## src/rip_pkg.sv

```systemverilog
`default_nettype none

package rip_pkg;

    localparam int XLEN        = 32;
    localparam int REG_ADDR_W  = 5;
    localparam int IMEM_DEPTH  = 64;
    localparam int DMEM_DEPTH  = 64;
    localparam int IMEM_ADDR_W = $clog2(IMEM_DEPTH);
    localparam int DMEM_ADDR_W = $clog2(DMEM_DEPTH);

    typedef logic [XLEN-1:0]       word_t;
    typedef logic [REG_ADDR_W-1:0] reg_num_t;

    // the only SYSTEM encoding the core accepts
    localparam word_t INST_EBREAK = 32'h0010_0073;

    // major opcodes of the supported subset
    typedef enum logic [6:0] {
        OPC_LUI    = 7'b0110111,
        OPC_OP_IMM = 7'b0010011,
        OPC_OP     = 7'b0110011,
        OPC_LOAD   = 7'b0000011,
        OPC_STORE  = 7'b0100011,
        OPC_BRANCH = 7'b1100011,
        OPC_JAL    = 7'b1101111,
        OPC_JALR   = 7'b1100111,
        OPC_SYSTEM = 7'b1110011
    } opcode_e;

    typedef enum logic [3:0] {
        ALU_ADD, ALU_SUB, ALU_AND, ALU_OR, ALU_XOR, ALU_SLT,
        ALU_SLTU, ALU_SLL, ALU_SRL, ALU_SRA, ALU_PASS_B
    } alu_op_e;

    typedef enum logic [2:0] {
        FLOW_NONE, FLOW_BEQ, FLOW_BNE, FLOW_BLT, FLOW_BGE, FLOW_JAL, FLOW_JALR, FLOW_HALT
    } flow_e;

    typedef enum logic {
        RUN_IDLE,
        RUN_ACTIVE
    } run_state_e;

    typedef struct packed {
        alu_op_e alu_op;
        logic    use_imm;
        logic    reg_we;
        logic    mem_read;
        logic    mem_write;
        flow_e   flow;
    } ctrl_t;

    typedef struct packed {
        logic     valid;
        word_t    pc;
        ctrl_t    ctrl;
        reg_num_t rs1;
        reg_num_t rs2;
        word_t    rs1_val;
        word_t    rs2_val;
        word_t    imm;
        reg_num_t rd;
    } id_ex_t;

    typedef struct packed {
        logic     valid;
        ctrl_t    ctrl;
        reg_num_t rd;
        word_t    result;
    } ex_mem_t;

    // regfile write port, also the forwarding source
    typedef struct packed {
        logic     we;
        reg_num_t rd;
        word_t    data;
    } wb_t;

endpackage

`default_nettype wire

```

## src/rip_fetch.sv

```systemverilog
`timescale 1ns/1ps
`default_nettype none

module rip_fetch
    import rip_pkg::*;
(
    input  logic                   clk,
    input  logic                   pipe_rst_n,
    input  logic                   prog_we,
    input  logic [IMEM_ADDR_W-1:0] prog_addr,
    input  word_t                  prog_data,
    input  logic                   redirect,
    input  word_t                  redirect_pc,
    output word_t                  inst,
    output word_t                  inst_pc,
    output logic                   inst_valid
);

    word_t imem [IMEM_DEPTH];
    word_t pc;

    // program load only while the pipeline is held empty
    always_ff @(posedge clk) begin
        if (prog_we && !pipe_rst_n) begin
            imem[prog_addr] <= prog_data;
        end
    end

    // synchronous read, word at pc shows up next cycle
    always_ff @(posedge clk) begin
        inst    <= imem[pc[IMEM_ADDR_W+1:2]];
        inst_pc <= pc;
    end

    always_ff @(posedge clk) begin
        if (!pipe_rst_n) begin
            pc         <= '0;
            inst_valid <= 1'b0;
        end else if (redirect) begin
            // word being read now is on the wrong path
            pc         <= redirect_pc;
            inst_valid <= 1'b0;
        end else begin
            pc         <= pc + 32'd4;
            inst_valid <= 1'b1;
        end
    end

endmodule

`default_nettype wire

```

## config.mk

```make
export PLATFORM = sky130hd
export DESIGN_NAME = rip_fetch
export DESIGN_NICKNAME = d
export VERILOG_FILES = /design/src/rip_pkg.sv /design/src/rip_fetch.sv
export SDC_FILE = /design/constraint.sdc
export NUM_CORES = 2
export LEC_CHECK = 0
export BUFFER_PORTS_ARGS = -buffer_cell sky130_fd_sc_hd__buf_2
export CORE_MARGIN = 1.5
export CORE_UTILIZATION = 43
export DETAILED_ROUTE_END_ITERATION = 10
export GPL_TIMING_DRIVEN = 1
export REMOVE_ABC_BUFFERS = 1
export SETUP_SLACK_MARGIN = 0.05
export SLEW_MARGIN = 30
export SYNTH_ARGS = -nofsm -noshare
export SYNTH_HDL_FRONTEND = slang
export SYNTH_SLANG_ARGS = --single-unit
```

## constraint.sdc

```tcl
create_clock -name clk -period 3.9 [get_ports clk]
set_clock_uncertainty 0.15 [all_clocks]
set_input_delay 0.39 -clock clk [delete_from_list [all_inputs] [get_ports clk]]
set_output_delay 0.39 -clock clk [all_outputs]
set_load 0.02 [all_outputs]
```

# After elaboration in Yosys (flattened, before gate mapping)
# Memory sizes are Yosys's and may differ from the RTL's. A register that Yosys moved wholly into a read port is not among the register bits.
# Cells that the tools add are included.
# totals
ff_bits,65
ram_bits,2048
inputBits,74
memories,1
output_inout_bits,65
# memory_table
memory,depth,width,rd,rd_ports_with_merged_regs,write_ports,line_no,rtl
imem,64,32,1,1,1,rip_fetch.sv:19,word_t imem [IMEM_DEPTH];
# classes
n_addsub,1
reduce_logical,2
muxes,4
# op_table
operator,n
adder 32 x 3 -> 32 bit (second input constant),1
two-way mux 32 bit,1
two-way mux 1 bit,3
logical AND 1 bit,1
zero test 1 bit,1

# Longest topological paths before layout
# depth
word_depth,4
ltp_mapped,10

# Worst setup path before layout
# OpenSTA, ideal clock, no wires.
# synth_path
path_kind,input to register
startpoint,in prog_addr[5]
endpoint,"mem imem[39][0] (netlist name), enable pin"
path_stages,4
t_required_ps,3329
setup_time_ps,421
slack_ps,740
arrival_ps,2589
cell_sequence,clkbuf_1 or3b_2 clkbuf_1 nor2_1
# synth_rtl
item,line_no,rtl
"start, declared",rip_fetch.sv:10,"input logic [IMEM_ADDR_W-1:0] prog_addr,"
"end, declared",rip_fetch.sv:19,
# Straight into the memory's write port.

==> summary.txt <==
Synthesis
  • Post-Syn Instances: 3811
  • Flop and latch count out of synthesis: 2145
  • Top_reg_cell synth: edfxtp_1
  • Synth top cells by count: edfxtp_1, mux4_2, mux2i_1, nor2_1, dfxtp_1
  • Post-synth cell types: 65
  • FFs w/ async S/R, synth: 0
  • Number of enable flip-flop cells after synthesis: 2048
  • Top-count cell post-synth: edfxtp_1
  • Synth Warn #: 0
  • Syn avg cell area: 21.5 µm²
  • Synth area leader: edfxtp_1
  • Yosys top cell area share: 0.750
  • Seq/Total Area, Yosys: 0.774
  • Synthesized area: 82000 µm²
  • Largest cells by area after synthesis: edfxtp_1, mux4_2, mux2i_1

Global route
  • Antenna violations before repair: 15
  • Largest net degree at the start of global routing: 70
  • Total track usage: 0.226
  • Global-route wire length before repair: 308 mm
  • Vias in the first global route: 40.5k
  • Global route overflow: 0

Worst setup path
  • Crit-path max FO: 35
  • Critical Path Source Type: flip-flop
  • CP arrival: 4220 ps
  • Worst endpoint required time: 4420 ps
  • CP Class: flip-flop to flip-flop
  • Critical Path End Type: flip-flop

Floorplan
  • Initial Util: 0.432
  • I/O pins: 139
  • Core Area: 190000 µm²
  • DIE HEIGHT: 440 µm
  • Die area: 193000 µm²
  • DIE WIDTH: 440 µm
  • Rows: 160

Run status
  • Status: finished clean

Timing
  • Rel. slew slack: 0.346
  • Tcrit/Tclk final: 0.949
  • Setup WS post-layout: 200 ps
  • Unrepaired setup endpoints after global routing: false
  • Max Transition Viols Final: 0
  • Hold Fails Final Rpt: 0
  • Setup Viol. Count Final: 0
  • Setup_tns: 0 ps
  • FMAX: 270 MHz
  • Hold Slack: 43.1 ps
  • Crit path time final: 3700 ps
  • Least-Margin Pin Slew: 956 ps

Clocking
  • Post-CTS setup buffers: 0
  • H-Tree Level Count: 4
  • Reg clk slew, reported paths: 60 ps
  • Latest clock arrival within the worst-skew pair: 850 ps
  • CTS Sinks: 2145
  • Resize count post-CTS: 0
  • CTS tree: done
  • Root buffer cell: clkbuf_16
  • Total CTS buffers: 210
  • CTS hold repair buffers: 56
  • CTS Buffer Depth: 3

Placed design
  • DP Wirelength: 131 mm
  • Placed inst area: 87300 µm²
  • Buffers on Ports: 138
  • RePlAce Congestion: 0.821
  • Place WS: 305 ps

Routing
  • Drt drc: 0
  • DR iter-0 viols: 4835
  • Final wirelength: 219 mm
  • Drt wl/cell: 31.5 µm
  • DR vias: 40.7k
  • Routed vias/inst: 5.85
  • Routed Antenna Nets: 0
  • Drt first pass iters: 5

Finish
  • Syn-to-layout area delta: 15.5%
  • Fin util: 0.499
  • Post-route design area: 94700 µm²
  • Layout cells sized above 1: 0.278
  • Fin nets: 4333

Pwr
  • Peak VDD IR: 0.000386 V
  • Lkg Pwr: 29.5 nW
  • Pwr Density: 514 nW/µm²

Worst hold path
  • Hold WC Path Type: input port to flip-flop

Job
  • Max_cap viols: 0
-- path summary, 6_finish.rpt --
kind / startpoint / end / slack, ps / cells past startpoint
hold / removal: prog_data[20] / imem[18][20] / 40 / 1
setup reg to reg: pc[3] / inst[10] / 200 / 7
hold reg to reg: pc[31] / inst_pc[31] / 200 / 0
setup / recovery: pc[3] / inst[10] / 200 / 7
-- routing by layer --
layer | global-route usage | routed length (µm)
met1 | 0.313 | 89700
met2 | 0.372 | 108000
met3 | 0.0366 | 15400
met4 | 0.0636 | 5620
met5 | 0 | 42
-- per-stage QoR --
| stage | total power [mW] | std cells |
|---|---|---|
| after floorplan | 28.8 | 3594 |
| after global placement | 29.3 | 6491 |
| after detailed placement | 29.4 | 6496 |
| after CTS | 49.0 | 6941 |
| after global routing | 50.0 | 6950 |
| final | 48.6 | 6955 |
-- worst max-delay path: stages (launching register included) --
cell and delay [ps]:
dfxtp_4 800, buf_12 300, buf_4 540, mux4_2 390
mux2i_1 320, nor2_1 80, a2111oi_1 740, a211oi_1 120
-- sequential cells by signal (all words and copies together), names as in the netlist --
name and flops:
imem 2048, inst_pc 32, pc 32, inst 32, inst_valid 1
-- cell usage in the layout, fill, tap and decap left out, types with 16 or more instances in the layout --
master         instances
edfxtp_1            2048
mux4_2               390
buf_4                220
mux2i_1              214
clkbuf_16            212
buf_2                127
dfxtp_1               91
o22ai_1               88
mux2_2                69
nor2_4                65
dlygate4sd3_1         61
nand2_1               58
clkbuf_1              57
nor2_1                48
clkinv_1              46
nor2b_1               42
buf_12                42
o21ai_0               33
a211oi_1              31
a21oi_1               31
clkinv_2              30
nor3_1                28
mux4_1                27
a221oi_1              23
xnor2_1               22
nand3_1               21
a22o_1                20
a2111oi_0             18
o221ai_1              17
a211o_1               16
a22oi_1               16
nor4_1                16
-- kinds of logic after synthesis --
| kind of cell | count (synthesis) | share of synthesized area |
|---|---|---|
| buf+inv | 227 | 0.0184 |
| xor+xnor | 27 | 0.00288 |
| compound gates | 351 | 0.0309 |
| mux | 700 | 0.151 |
| fa+ha+maj | 1 | 0.000153 |
| flops | 2145 | 0.774 |
| simple gates | 360 | 0.0223 |
-- power breakdown --
group	internal, mW	switching [mW]
logic	1.29	2.03
clock network	11.1	8.62
registers	25.4	0.202
total	37.8	10.9
-- final cells by class --
| cell class | instances | area [µm²] |
|---|---|---|
| multi-input cells | 1439 | 17600 |
| fillers | 15200 | 95100 |
| clock inverters | 113 | 1060 |
| repair buffers | 452 | 3780 |
| inverters | 10 | 37.5 |
| diodes | 9 | 22.5 |
| flip-flops and latches | 2145 | 63500 |
| clock buffers | 276 | 5620 |
| well taps | 2511 | 3140 |
Power figures use the tool's default switching activity.
