===== src/rip_pkg.sv =====
`default_nettype none

package rip_pkg;

    localparam int XLEN        = 32;
    localparam int REG_ADDR_W  = 5;
    localparam int IMEM_DEPTH  = 64;
    localparam int DMEM_DEPTH  = 64;
    localparam int IMEM_ADDR_W = $clog2(IMEM_DEPTH);
    localparam int DMEM_ADDR_W = $clog2(DMEM_DEPTH);

    typedef logic [XLEN-1:0]       word_t;
    typedef logic [REG_ADDR_W-1:0] reg_num_t;

    // the only SYSTEM encoding the core accepts
    localparam word_t INST_EBREAK = 32'h0010_0073;

    // major opcodes of the supported subset
    typedef enum logic [6:0] {
        OPC_LUI    = 7'b0110111,
        OPC_OP_IMM = 7'b0010011,
        OPC_OP     = 7'b0110011,
        OPC_LOAD   = 7'b0000011,
        OPC_STORE  = 7'b0100011,
        OPC_BRANCH = 7'b1100011,
        OPC_JAL    = 7'b1101111,
        OPC_JALR   = 7'b1100111,
        OPC_SYSTEM = 7'b1110011
    } opcode_e;

    typedef enum logic [3:0] {
        ALU_ADD, ALU_SUB, ALU_AND, ALU_OR, ALU_XOR, ALU_SLT,
        ALU_SLTU, ALU_SLL, ALU_SRL, ALU_SRA, ALU_PASS_B
    } alu_op_e;

    typedef enum logic [2:0] {
        FLOW_NONE, FLOW_BEQ, FLOW_BNE, FLOW_BLT, FLOW_BGE, FLOW_JAL, FLOW_JALR, FLOW_HALT
    } flow_e;

    typedef enum logic {
        RUN_IDLE,
        RUN_ACTIVE
    } run_state_e;

    typedef struct packed {
        alu_op_e alu_op;
        logic    use_imm;
        logic    reg_we;
        logic    mem_read;
        logic    mem_write;
        flow_e   flow;
    } ctrl_t;

    typedef struct packed {
        logic     valid;
        word_t    pc;
        ctrl_t    ctrl;
        reg_num_t rs1;
        reg_num_t rs2;
        word_t    rs1_val;
        word_t    rs2_val;
        word_t    imm;
        reg_num_t rd;
    } id_ex_t;

    typedef struct packed {
        logic     valid;
        ctrl_t    ctrl;
        reg_num_t rd;
        word_t    result;
    } ex_mem_t;

    // regfile write port, also the forwarding source
    typedef struct packed {
        logic     we;
        reg_num_t rd;
        word_t    data;
    } wb_t;

endpackage

`default_nettype wire


===== src/rip_mem_wb.sv =====
`timescale 1ns/1ps
`default_nettype none

module rip_mem_wb
    import rip_pkg::*;
(
    input  logic                   clk,
    input  ex_mem_t                ex_mem,
    input  logic [DMEM_ADDR_W-1:0] dmem_addr,
    input  logic                   dmem_we,
    input  word_t                  dmem_wdata,
    input  logic                   dmem_re,
    output wb_t                    wb,
    output logic                   halt_done
);

    word_t dmem [DMEM_DEPTH];
    word_t load_data;

    // access issued by execute, completes on this edge
    always_ff @(posedge clk) begin
        if (dmem_we) begin
            dmem[dmem_addr] <= dmem_wdata;
        end
        if (dmem_re) begin
            load_data <= dmem[dmem_addr];
        end
    end

    assign wb.we   = ex_mem.valid && ex_mem.ctrl.reg_we;
    assign wb.rd   = ex_mem.rd;
    assign wb.data = ex_mem.ctrl.mem_read ? load_data : ex_mem.result;

    // all older work has written back by now
    assign halt_done = ex_mem.valid && (ex_mem.ctrl.flow == FLOW_HALT);

endmodule

`default_nettype wire


===== config.mk =====
export PLATFORM = sky130hd
export DESIGN_NAME = rip_mem_wb
export DESIGN_NICKNAME = d
export VERILOG_FILES = /design/src/rip_pkg.sv /design/src/rip_mem_wb.sv
export SDC_FILE = /design/constraint.sdc
export NUM_CORES = 2
export LEC_CHECK = 0
export ABC_AREA = 1
export BUFFER_PORTS_ARGS = -buffer_cell sky130_fd_sc_hd__buf_2
export CAP_MARGIN = 5
export CELL_PAD_IN_SITES_DETAIL_PLACEMENT = 1
export CELL_PAD_IN_SITES_GLOBAL_PLACEMENT = 1
export CORE_UTILIZATION = 54
export DETAILED_ROUTE_END_ITERATION = 12
export MAX_ROUTING_LAYER = met4
export PLACE_DENSITY_LB_ADDON = 0.1
export SLEW_MARGIN = 20
export SYNTH_ARGS = -nofsm -noshare
export SYNTH_HDL_FRONTEND = slang
export SYNTH_SLANG_ARGS = --single-unit

===== constraint.sdc =====
create_clock -name clk -period 10.1 [get_ports clk]
set_input_delay 1.01 -clock clk [delete_from_list [all_inputs] [get_ports clk]]
set_output_delay 1.01 -clock clk [all_outputs]
set_load 0.02 [all_outputs]

== Word-level counts from Yosys, hierarchy flattened ==
Memory sizes are Yosys's and may differ from the RTL's. A register that Yosys moved wholly into a read port is not among the register bits.
Index checks and enable logic that the tools add are counted.
Word-level totals
  register bits after elaboration: 0
  RAM bits: 2048
  input bits: 90
  output and inout bits: 39
  word-level logic and storage cells: 7
  memories: 1
Memories
  dmem: words 64, bits a word 32, read ports 1, clocked after Yosys merged registers in 1, write ports 1, line rip_mem_wb.sv:17  | word_t dmem [DMEM_DEPTH];
Cells by class
  equality and inequality tests: 1
  multiplexer cells: 3
  reduce and logical (&&, ||, !) cells: 2
Operators by type and width (number)
  $mux 32: 1
  $eq 3x3->1 const B: 1
  $logic_and 1x1->1: 2
  $mux 1: 2

== Depth between registers and ports, before layout ==
  depth after elaboration: 2
  mapped depth: 15
  gate-level depth less buffers: 11

== Worst setup path after synthesis ==
OpenSTA, ideal clock, no wires.
  path kind: input -> register
  from: in dmem_addr[0]
  to: mem dmem[41][0] (netlist bit) (enable)
  arrival: 4791 ps
  path slack: 4807 ps
  stages: 6
  path buffers: 4
  path through: buf_4 -> inv_2 -> buf_6 -> buf_4 -> buf_2 -> nor4_1
RTL lines
  start: declaration: line rip_mem_wb.sv:9  | input logic [DMEM_ADDR_W-1:0] dmem_addr,
  end: declaration: line rip_mem_wb.sv:17
Straight into the memory's write port.

==> impl_metrics.env <==
export IMPL_yosysTopAreaCell="edfxtp_1"
export IMPL_fraction_of_layout_instances_using_a_drive_strength_above_1=0.07614
export IMPL_synthCells=8486
export IMPL_grt_antenna_before_repair=18
export IMPL_routed_wirelength_um=277200
export IMPL_final_net_count=8617
export IMPL_grt_most_used_layer="met2"
export IMPL_primary_flip_flop_cell_chosen_by_synthesis_mapping="edfxtp_1"
export IMPL_dpl_cell_area_um2=90320
export IMPL_gp_congestion=0.8395
export IMPL_synth_warning_count=0
export IMPL_cts_buffers_inserted=210
export IMPL_worstSetupEndpoint="load_data[3]"
export IMPL_fin_skew_ns=0.02695
export IMPL_row_count=147
export IMPL_place_inst=10475
export IMPL_timing_slew_headroom=0.1602
export IMPL_avgViaCountPerCell=5.695
export IMPL_timing_critical_path_required_ns=10.80
export IMPL_first_global_vias=64721
export IMPL_multi_input_comb_area_um2=23200
export IMPL_post_cts_resized_instances=0
export IMPL_worstSetupPathDepth=15
export IMPL_drt_first_iter_violations=6355
export IMPL_layout_cell_area_non_filler_um2=96770
export IMPL_ant_nets=0
export IMPL_number_of_enable_flip_flop_cells_after_synthesis=2080
export IMPL_met2_demand_to_capacity_share_in_global_routing=0.5741
export IMPL_synth_top_area_share=0.7154
export IMPL_timing_hold_violations_final=0
export IMPL_syn_cell_area_um2=87310
export IMPL_post_route_period_util=0.4749
export IMPL_synth_top_cells_by_area="edfxtp_1 72%, nand2_1 25%, buf_2 1.2%, clkbuf_1 0.60%, nor2_1 0.59%"
export IMPL_overflow=0
export IMPL_maxCapViolations=0
export IMPL_cp_max_fo=132
export IMPL_design_core_area_um2=160600
export IMPL_timing_fmax_mhz=208.5
export IMPL_routed_via_count=61869
export IMPL_dp_hpwl_um=146500
export IMPL_timing_critical_path_to_type="flip-flop"
export IMPL_synth_seq_area_share=0.7154
export IMPL_critical_path_top_cell_by_count="nand2_1"
export IMPL_num_io_pins=129
export IMPL_worst_r2r_endpoint="load_data[4]"
export IMPL_timing_critical_path_from_type="input port"
export IMPL_worst_setup_path_startpoint="dmem_addr[0]"
export IMPL_utilization=0.6027
export IMPL_min_delay_path_class="input port to flip-flop"
export IMPL_first_pass_iters=6
export IMPL_grt_usage=0.3514
export IMPL_pin_count_of_the_biggest_net_entering_global_routing=182
export IMPL_stdcell_count=10864
export IMPL_final_max_slew_viol_count=0
export IMPL_cp_buffers_inverters=5
export IMPL_design_die_area_um2=163300
export IMPL_power_density_nw_per_um2=188.8
export IMPL_tritoncts_num_sinks=2080
export IMPL_async_flop_share=0
export IMPL_path_cells="buf_8, buf_12, buf_4, buf_4, buf_4, nand2_1, nand2_1, nand2_1, nand2_1, nand2_1, nand2_1, nand2_1, nand2_1, nor2_1, nand2_1"
export IMPL_critPathMaxStageDelay_ns=0.81
export IMPL_r2r_worst_path_cells=10
export IMPL_fp_dieW_um=404.1
export IMPL_initial_utilization=0.5438
export IMPL_grt_setup_unrepaired="false"
export IMPL_cts_hold_buf=0
export IMPL_final_critical_path_time_including_i_o_delays_and_setup_ns=4.797
export IMPL_finalSetupTns_ns=0
export IMPL_yosysUniqueCellTypes=21
export IMPL_htree_levels=4
export IMPL_clock_buffer_depth=3
export IMPL_worst_endpoint_arrival_ns=5.49
export IMPL_hold_path_startpoint="dmem_wdata[30]"
export IMPL_met3_usage_in_global_routing=0.04798
export IMPL_worst_path_dominant_cell_family="buffers and inverters"
export IMPL_worst_slew_pin_transition_ns=1.260
export IMPL_sequential_cell_area_um2=62460
export IMPL_worst_r2r_startpoint="dmem[16][4]"
export IMPL_detail_route_wl_per_cell_um=25.52
export IMPL_postCtsSetupBuffers=0
export IMPL_synth_avg_cell_area_um2=10.29
export IMPL_regToRegSetupSlack_ns=7.66
export IMPL_slowest_stage="buf_4"
export IMPL_grt_first_pass_wirelength_um=407100
export IMPL_drc=0
export IMPL_timing_setup_critical_path_class="input port to flip-flop"
export IMPL_io_buffers=112
export IMPL_vdd_ir_drop_worst_mv=0.1919
export IMPL_synth_net_count=8576
export IMPL_yosys_register_bits=2080
export IMPL_clk_latency_ns=0.85
export IMPL_fillers=17049
export IMPL_groute_layer_met1_usage=0.4464
export IMPL_status="completed"
export IMPL_clock_transition_at_the_registers_of_the_reported_paths_ns=0.06
export IMPL_tritoncts="yes"
export IMPL_leakage_nw=40.37
export IMPL_cell_chosen_for_the_clock_root="clkbuf_16"
export IMPL_syn_to_final_growth_pct=10.83
export IMPL_holdWs_ns=0.7413
export IMPL_number_of_setup_violations_in_the_final_report=0
export IMPL_die_height_um=404.1
export IMPL_synth_most_common_cell="nand2_1"
export IMPL_netlist_top_cells_count="5,731 x nand2_1, 2,080 x edfxtp_1, 205 x buf_2, 139 x clkbuf_1, 138 x nor2_1"
[registers in the layout (all words and copies together) (netlist names)]
name,cells
dmem,2048
load_data,32
[worst register-to-register path, stage by stage (launching register included)]
cell      delay, ns
edfxtp_1       0.38
nand2_1        0.08
nand2_1        0.07
nand2_1        0.07
nand2_1        0.07
nand2_1        0.06
nand2_1        0.06
nand2_1        0.17
nand2_1        0.19
nor2_1         0.71
nand2_1        0.28
[cells by family after synthesis]
| logic type | count (synthesis) | share of synthesized area |
|---|---|---|
| simple gates | 5900 | 0.2546 |
| flops | 2080 | 0.7154 |
| buf+inv | 462 | 0.02504 |
| mux | 32 | 0.004127 |
| compound gates | 12 | 0.0008312 |
[cell type report]
cell class                 count  share of cell area
tap                         2160             0.02793
antenna                        9           0.0002327
inverter                      31            0.001435
clock inverter               115            0.008754
timing repair buffer         260             0.01893
sequential                  2080              0.6455
clock buffer                 265             0.05754
multi-input combinational   5944              0.2397
[per-layer routing]
layer	share of wire	vias to the layer above
met5	0	-
met4	0.039	0
met3	0.076	532
met2	0.49	2392
met1	0.39	31401
li1	-	27544
[worst min path at each step]
| stage | endpoint | slack [ns] | cells past startpoint |
|---|---|---|---|
| after CTS | dmem[57][27] | 0.82 | 1 |
| after global routing | dmem[5][30] | 0.77 | 1 |
| final | dmem[5][30] | 0.74 | 1 |
| after global placement | load_data[12] | 0.85 | 10 |
| after detailed placement | load_data[29] | 0.86 | 10 |
| after floorplan | load_data[30] | 0.68 | 6 |
[power breakdown]
group          leakage, nW  switching, mW  internal (mW)
clock                 3.16           3.29           4.17
combinational         18.5          0.945          0.261
sequential            18.8         0.0241           9.58
[through the flow]
| step | setup WS, ns | total power [mW] |
|---|---|---|
| floorplan | 4.807 | 10.42 |
| global placement | 4.685 | 10.91 |
| detailed placement | 4.692 | 10.96 |
| CTS | 5.572 | 18.30 |
| global route | 5.231 | 18.69 |
| finish | 5.303 | 18.27 |
[cells in the final DEF (no fill, tap or decap), drive strengths merged]
master    Yosys  routed
buf         292     260
nand3        13      13
mux2         32      32
nor2        138     138
nand2      5731    5731
clkinv        0      99
nand4         2       2
clkinvlp      0       1
nor3          8       8
edfxtp     2080    2080
inv          31      34
o211ai        5       5
bufinv        0      12
clkbuf      139     265
o21ai         7       7
diode         0       9
or2           6       6
nor4          2       2
No activity file was read; power rests on OpenSTA's default activity.
