**src/rip_pkg.sv**
```systemverilog
`default_nettype none

package rip_pkg;

    localparam int XLEN        = 32;
    localparam int REG_ADDR_W  = 5;
    localparam int IMEM_DEPTH  = 64;
    localparam int DMEM_DEPTH  = 64;
    localparam int IMEM_ADDR_W = $clog2(IMEM_DEPTH);
    localparam int DMEM_ADDR_W = $clog2(DMEM_DEPTH);

    typedef logic [XLEN-1:0]       word_t;
    typedef logic [REG_ADDR_W-1:0] reg_num_t;

    // the only SYSTEM encoding the core accepts
    localparam word_t INST_EBREAK = 32'h0010_0073;

    // major opcodes of the supported subset
    typedef enum logic [6:0] {
        OPC_LUI    = 7'b0110111,
        OPC_OP_IMM = 7'b0010011,
        OPC_OP     = 7'b0110011,
        OPC_LOAD   = 7'b0000011,
        OPC_STORE  = 7'b0100011,
        OPC_BRANCH = 7'b1100011,
        OPC_JAL    = 7'b1101111,
        OPC_JALR   = 7'b1100111,
        OPC_SYSTEM = 7'b1110011
    } opcode_e;

    typedef enum logic [3:0] {
        ALU_ADD, ALU_SUB, ALU_AND, ALU_OR, ALU_XOR, ALU_SLT,
        ALU_SLTU, ALU_SLL, ALU_SRL, ALU_SRA, ALU_PASS_B
    } alu_op_e;

    typedef enum logic [2:0] {
        FLOW_NONE, FLOW_BEQ, FLOW_BNE, FLOW_BLT, FLOW_BGE, FLOW_JAL, FLOW_JALR, FLOW_HALT
    } flow_e;

    typedef enum logic {
        RUN_IDLE,
        RUN_ACTIVE
    } run_state_e;

    typedef struct packed {
        alu_op_e alu_op;
        logic    use_imm;
        logic    reg_we;
        logic    mem_read;
        logic    mem_write;
        flow_e   flow;
    } ctrl_t;

    typedef struct packed {
        logic     valid;
        word_t    pc;
        ctrl_t    ctrl;
        reg_num_t rs1;
        reg_num_t rs2;
        word_t    rs1_val;
        word_t    rs2_val;
        word_t    imm;
        reg_num_t rd;
    } id_ex_t;

    typedef struct packed {
        logic     valid;
        ctrl_t    ctrl;
        reg_num_t rd;
        word_t    result;
    } ex_mem_t;

    // regfile write port, also the forwarding source
    typedef struct packed {
        logic     we;
        reg_num_t rd;
        word_t    data;
    } wb_t;

endpackage

`default_nettype wire

```
**src/rip_decode.sv**
```systemverilog
`timescale 1ns/1ps
`default_nettype none

module rip_decode
    import rip_pkg::*;
(
    input  logic     clk,
    input  logic     pipe_rst_n,
    input  word_t    inst,
    input  word_t    inst_pc,
    input  logic     inst_valid,
    input  logic     flush,
    output reg_num_t rs1_num,
    output reg_num_t rs2_num,
    input  word_t    rs1_val,
    input  word_t    rs2_val,
    output id_ex_t   id_ex
);

    opcode_e opcode;
    ctrl_t   ctrl;
    word_t   imm;

    // shared by OP and OP-IMM, alt picks sub/sra
    function automatic alu_op_e alu_sel(input logic [2:0] funct3, input logic alt);
        alu_op_e op;
        case (funct3)
            3'b000:  op = alt ? ALU_SUB : ALU_ADD;
            3'b001:  op = ALU_SLL;
            3'b010:  op = ALU_SLT;
            3'b011:  op = ALU_SLTU;
            3'b100:  op = ALU_XOR;
            3'b101:  op = alt ? ALU_SRA : ALU_SRL;
            3'b110:  op = ALU_OR;
            default: op = ALU_AND;
        endcase
        return op;
    endfunction

    assign opcode  = opcode_e'(inst[6:0]);
    assign rs1_num = inst[19:15];
    assign rs2_num = inst[24:20];

    always_comb begin
        // anything not listed decodes as a no-op
        ctrl = '{alu_op: ALU_ADD, use_imm: 1'b0, reg_we: 1'b0, mem_read: 1'b0,
                 mem_write: 1'b0, flow: FLOW_NONE};
        imm  = {{20{inst[31]}}, inst[31:20]};
        case (opcode)
            OPC_LUI: begin
                ctrl.alu_op  = ALU_PASS_B;
                ctrl.use_imm = 1'b1;
                ctrl.reg_we  = 1'b1;
                imm          = {inst[31:12], 12'b0};
            end
            OPC_OP_IMM: begin
                ctrl.alu_op  = alu_sel(inst[14:12], inst[30] && inst[14:12] == 3'b101);
                ctrl.use_imm = 1'b1;
                ctrl.reg_we  = 1'b1;
            end
            OPC_OP: begin
                ctrl.alu_op = alu_sel(inst[14:12], inst[30]);
                ctrl.reg_we = 1'b1;
            end
            OPC_LOAD: begin
                if (inst[14:12] == 3'b010) begin
                    ctrl.use_imm  = 1'b1;
                    ctrl.reg_we   = 1'b1;
                    ctrl.mem_read = 1'b1;
                end
            end
            OPC_STORE: begin
                if (inst[14:12] == 3'b010) begin
                    ctrl.use_imm   = 1'b1;
                    ctrl.mem_write = 1'b1;
                end
                imm = {{20{inst[31]}}, inst[31:25], inst[11:7]};
            end
            OPC_BRANCH: begin
                case (inst[14:12])
                    3'b000:  ctrl.flow = FLOW_BEQ;
                    3'b001:  ctrl.flow = FLOW_BNE;
                    3'b100:  ctrl.flow = FLOW_BLT;
                    3'b101:  ctrl.flow = FLOW_BGE;
                    default: ctrl.flow = FLOW_NONE;
                endcase
                imm = {{19{inst[31]}}, inst[31], inst[7], inst[30:25], inst[11:8], 1'b0};
            end
            OPC_JAL: begin
                ctrl.flow   = FLOW_JAL;
                ctrl.reg_we = 1'b1;
                imm = {{11{inst[31]}}, inst[31], inst[19:12], inst[20], inst[30:21], 1'b0};
            end
            OPC_JALR: begin
                ctrl.flow   = FLOW_JALR;
                ctrl.reg_we = 1'b1;
            end
            OPC_SYSTEM: begin
                if (inst == INST_EBREAK) ctrl.flow = FLOW_HALT;
            end
            default: ;
        endcase
    end

    always_ff @(posedge clk) begin
        id_ex.pc      <= inst_pc;
        id_ex.ctrl    <= ctrl;
        id_ex.rs1     <= rs1_num;
        id_ex.rs2     <= rs2_num;
        id_ex.rs1_val <= rs1_val;
        id_ex.rs2_val <= rs2_val;
        id_ex.imm     <= imm;
        id_ex.rd      <= inst[11:7];
        if (!pipe_rst_n) begin
            id_ex.valid <= 1'b0;
        end else begin
            id_ex.valid <= inst_valid && !flush;
        end
    end

endmodule

`default_nettype wire

```
**config.mk**
```make
export PLATFORM = sky130hd
export DESIGN_NAME = rip_decode
export DESIGN_NICKNAME = d
export VERILOG_FILES = /design/src/rip_pkg.sv /design/src/rip_decode.sv
export SDC_FILE = /design/constraint.sdc
export NUM_CORES = 1
export LEC_CHECK = 0
export BUFFER_PORTS_ARGS = -buffer_cell sky130_fd_sc_hd__buf_2
export CAP_MARGIN = 20
export CORE_AREA = 5 5 111 113
export CTS_CLUSTER_DIAMETER = 80
export DETAILED_ROUTE_END_ITERATION = 7
export DIE_AREA = 0 0 116 118
export PLACE_DENSITY = 0.73
export RECOVER_POWER = 50
export SYNTH_ARGS = -nofsm -noshare
export SYNTH_HDL_FRONTEND = slang
export SYNTH_SLANG_ARGS = --single-unit
```
**constraint.sdc**
```tcl
create_clock -name clk -period 1.6 [get_ports clk]
set_clock_uncertainty 0.1 [all_clocks]
set_input_delay 0.08 -clock clk [delete_from_list [all_inputs] [get_ports clk]]
set_output_delay 0.08 -clock clk [all_outputs]
set_load 0.03 [all_outputs]
```
Word level (Yosys, flattened, before mapping)
Index checks and enable logic that the tools add are counted.
{ "totals": {"ff_bits": 155, "inputBits": 132, "output_inout_bits": 165, "elab_cells": 51} }
{ "op_classes": {"n_eq_ne": 16, "n_mux": 15, "reduce_logical": 6} }
{ "op_table": {"columns": ["op", "n"], "rows": [
  ["$pmux W31 S4", 1],
  ["$pmux W4 S7", 2],
  ["$eq A32 B21 Y1 const B", 1],
  ["$eq A7 B7 Y1 const B", 4],
  ["$pmux W3 S4", 2],
  ["$eq A7 B6 Y1 const B", 3],
  ["$pmux W4 S3", 1],
  ["$eq A3 B3 Y1 const B", 3],
  ["$eq A7 B2 Y1 const B", 1],
  ["$eq A7 B5 Y1 const B", 1],
  ["$eq A3 B2 Y1 const B", 2],
  ["$mux W3", 2],
  ["$mux W1", 5],
  ["$reduce_or A5 Y1", 1],
  ["$eq A3 B1 Y1 const B", 1],
  ["$logic_not A3 Y1", 1],
  ["$pmux W1 S3", 1],
  ["$logic_and A1 B1 Y1", 2],
  ["$pmux W1 S2", 1],
  ["$reduce_or A2 Y1", 1],
  ["$logic_not A1 Y1", 1]
]} }

Longest topological paths before layout
{ "logic_depth": {"depth_word": 5, "depth_mapped": 7} }

Worst setup path before layout
OpenSTA, ideal clock, no wires.
{ "synth_path": {"path_type": "in2reg", "startpoint": "in inst[18]", "endpoint": "reg id_ex[112] in the netlist's numbering", "t_arrival_ps": 1031, "required_time_ps": 1399, "setup_slack_ps": 368, "stages": 4, "n_path_buf": 0, "cell_sequence": "nor4b_1 > nand3_1 > or4_4 > o41ai_1"} }
{ "synth_lines": {"columns": ["item", "line", "rtl"], "rows": [
  ["from (decl)", "rip_decode.sv:9", "input word_t inst,"],
  ["to (decl)", "rip_decode.sv:17", "output id_ex_t id_ex"]
]} }

==> metrics.yaml <==
status: "completed"
largest_reg_flops: 155
syn-instance-count: 273
dieWidth_um: 116
yosys_warnings: 0
slew_headroom_pct: 68.0
ios: 297
crit_required_ns: 1.82
syn_nets: 405
hold_path.class: "input port to flip-flop"
setup-violations-final: 0
grt_pass1_wl_mm: 23.5
nFillCells: 861
start_util_pct: 35.5
grt_overflow: 0
synth_compound_area_share_pct: 7.34
grt_max_degree: 18
cp_cell_sequence: "dlygate4sd3_1, clkbuf_1, nor4_4, nand2_1, or4_4, o31ai_1"
antenna_left: 0
finalCritPeriodShare_pct: 97.7
dp.final_hpwl_mm: 10.7
synth_fa_ha_area_share_pct: 0
peakVddDrop_mv: 0.978
wl_per_cell_um: 18.5
crit_type: "input port to flip-flop"
first_global_vias: 4313
synth-main-ff-cell: "dfxtp_1"
p_total_w: 0.00972
cts_buffers: 17
clkSinkCount: 155
crit_fanout: 3
synth_area_per_cell_um2: 14.6
coreArea_mm2: 0.0112
hold_slack_ns: 0.0441
routed_wl_mm: 16.1
layout.nets: 840
vias: 3832
synthMostInstantiatedCell: "dfxtp_1"
ys_ff_latch: 155
syn_to_final_growth_pct: 87.8
yosysTopAreaCell: "dfxtp_1"
row_count: 39
netlist_area_mm2: 0.00399
htreeDepth: 4
fmax_ghz: 0.640
dieArea_mm2: 0.0137
end_kind: "flip-flop"
slowest_stage: "dlygate4sd3_1"
cp_num_buf_inv: 2
netlist.area_leader.share_pct: 77.8
synth_xor_area_share_pct: 0.439
largestRegisters: "id_ex (155)"
firstDrtPassIters: 4
hold_violations: 0
leakage_nw: 3.59
port_buffers: 296
worst_ep_arrival_time_ns: 1.78
synth_common_cells: "dfxtp_1, a21o_1, buf_4"
drc: 0
max_flop_register: "id_ex"
worst_path_dominant_cell_family: "simple AND/OR/NAND/NOR gates"
die_y_um: 118
track_usage_pct: 23.1
power.density_mw_per_mm2: 1300
maxSlewViolCount: 0
max-cap-violations: 0
antenna_found_initial: 9
cts_buffer_depth: 2
ys_types: 43
yosys.area_share.simple_pct: 9.60
fin_tns_setup_ns: 0
drive_above_1_share_pct: 40.1
viasPerCell: 4.40
synthMuxAreaShare_pct: 0.502
drtIter0Drc: 168
post_cts_buffers: 0
min_period_ns: 1.56
synth_top_family_by_area: "simple AND/OR/NAND/NOR gates"
synth_edf_count: 0
clk_pin_slew_ns: 0.06
async_reset_ff_share_pct: 0
cts_tree: "built"
ys_seq_area_share_pct: 77.8
critPathMaxStageDelay_ns: 0.57
clockRootBuffer: "clkbuf_16"
startpoint_type: "input port"
tightest_slew_ns: 0.478
place_congestion: 0.830
synth.top_cells.by_area: "dfxtp_1, a21o_1, buf_4"
[stage by stage]
step | utilization [%] | std cells | instance area [um2] | setup slack, ns
after CTS | 66.9 | 864 | 7510 | 0.00468
after global placement | 49.6 | 702 | 5570 | 0.0644
final | 66.7 | 871 | 7490 | 0.0370
after detailed placement | 49.6 | 702 | 5570 | 0.0296
after global routing | 66.7 | 871 | 7490 | -0.000221
after floorplan | - | 273 | 3990 | 0.368
[kinds of logic after synthesis]
logic type	after synthesis
simple gates	53
flops	155
compound gates	38
mux	2
xor+xnor	2
buf+inv	23
[placed cells by master (no fill, tap or decap), types with 6 or more instances in the layout]
cell           instances
buf_2                231
dfxtp_1              155
dlygate4sd3_1        129
clkbuf_1              67
a21o_1                20
clkbuf_16             17
buf_4                  9
nor2b_1                8
nor2_1                 8
diode_2                7
nand2_1                6
[layer usage]
| layer | up-vias | share of wire (%) | GRT usage [%] |
|---|---|---|---|
| met5 | - | 0.13 | 0 |
| met2 | 202 | 56 | 43.5 |
| met1 | 1797 | 32 | 21.2 |
| li1 | 1791 | - | - |
| met3 | 38 | 9.2 | 8.79 |
| met4 | 4 | 2.7 | 10.3 |
[area by class of cell]
| type | instances | area, um2 | area share, % |
|---|---|---|---|
| clock inverters | 14 | 206 | 2.76 |
| flip-flops and latches | 155 | 3100 | 41.4 |
| inverters | 2 | 7.51 | 0.100 |
| well taps | 143 | 179 | 2.39 |
| repair buffers | 437 | 2780 | 37.1 |
| clock buffers | 18 | 439 | 5.86 |
| diodes | 7 | 17.5 | 0.234 |
| multi-input cells | 95 | 757 | 10.1 |
[worst min-delay path, stage by stage]
cell and delay [ns]:
buf_2 0.09, nor4_1 0.06, nand3_1 0.10, or4_4 0.14
nand2_1 0.04
[report_power, final]
part / switching, W / internal, W / total, W / leakage (nW)
sequential: 0.0000600 / 0.00406 / 0.00412 / 1.30
clock: 0.00165 / 0.00270 / 0.00435 / 0.312
combinational: 0.000748 / 0.000503 / 0.00125 / 1.98
total: 0.00246 / 0.00726 / 0.00972 / 3.59
[path summary, 6_finish.rpt]
path	depth (start not counted)	slack (ns)	endpoint	startpoint
setup / recovery	6	0.04	id_ex[111]$_DFF_P_	inst[23]
hold / removal	5	0.04	id_ex[113]$_DFF_P_	inst[31]
[what timing repair did]
item	in CTS	in global routing
gates resized for setup	0	8
hold endpoints to repair	153	0
hold buffers	130	0
setup endpoints to repair	0	16
No activity file was read; power rests on OpenSTA's default activity.
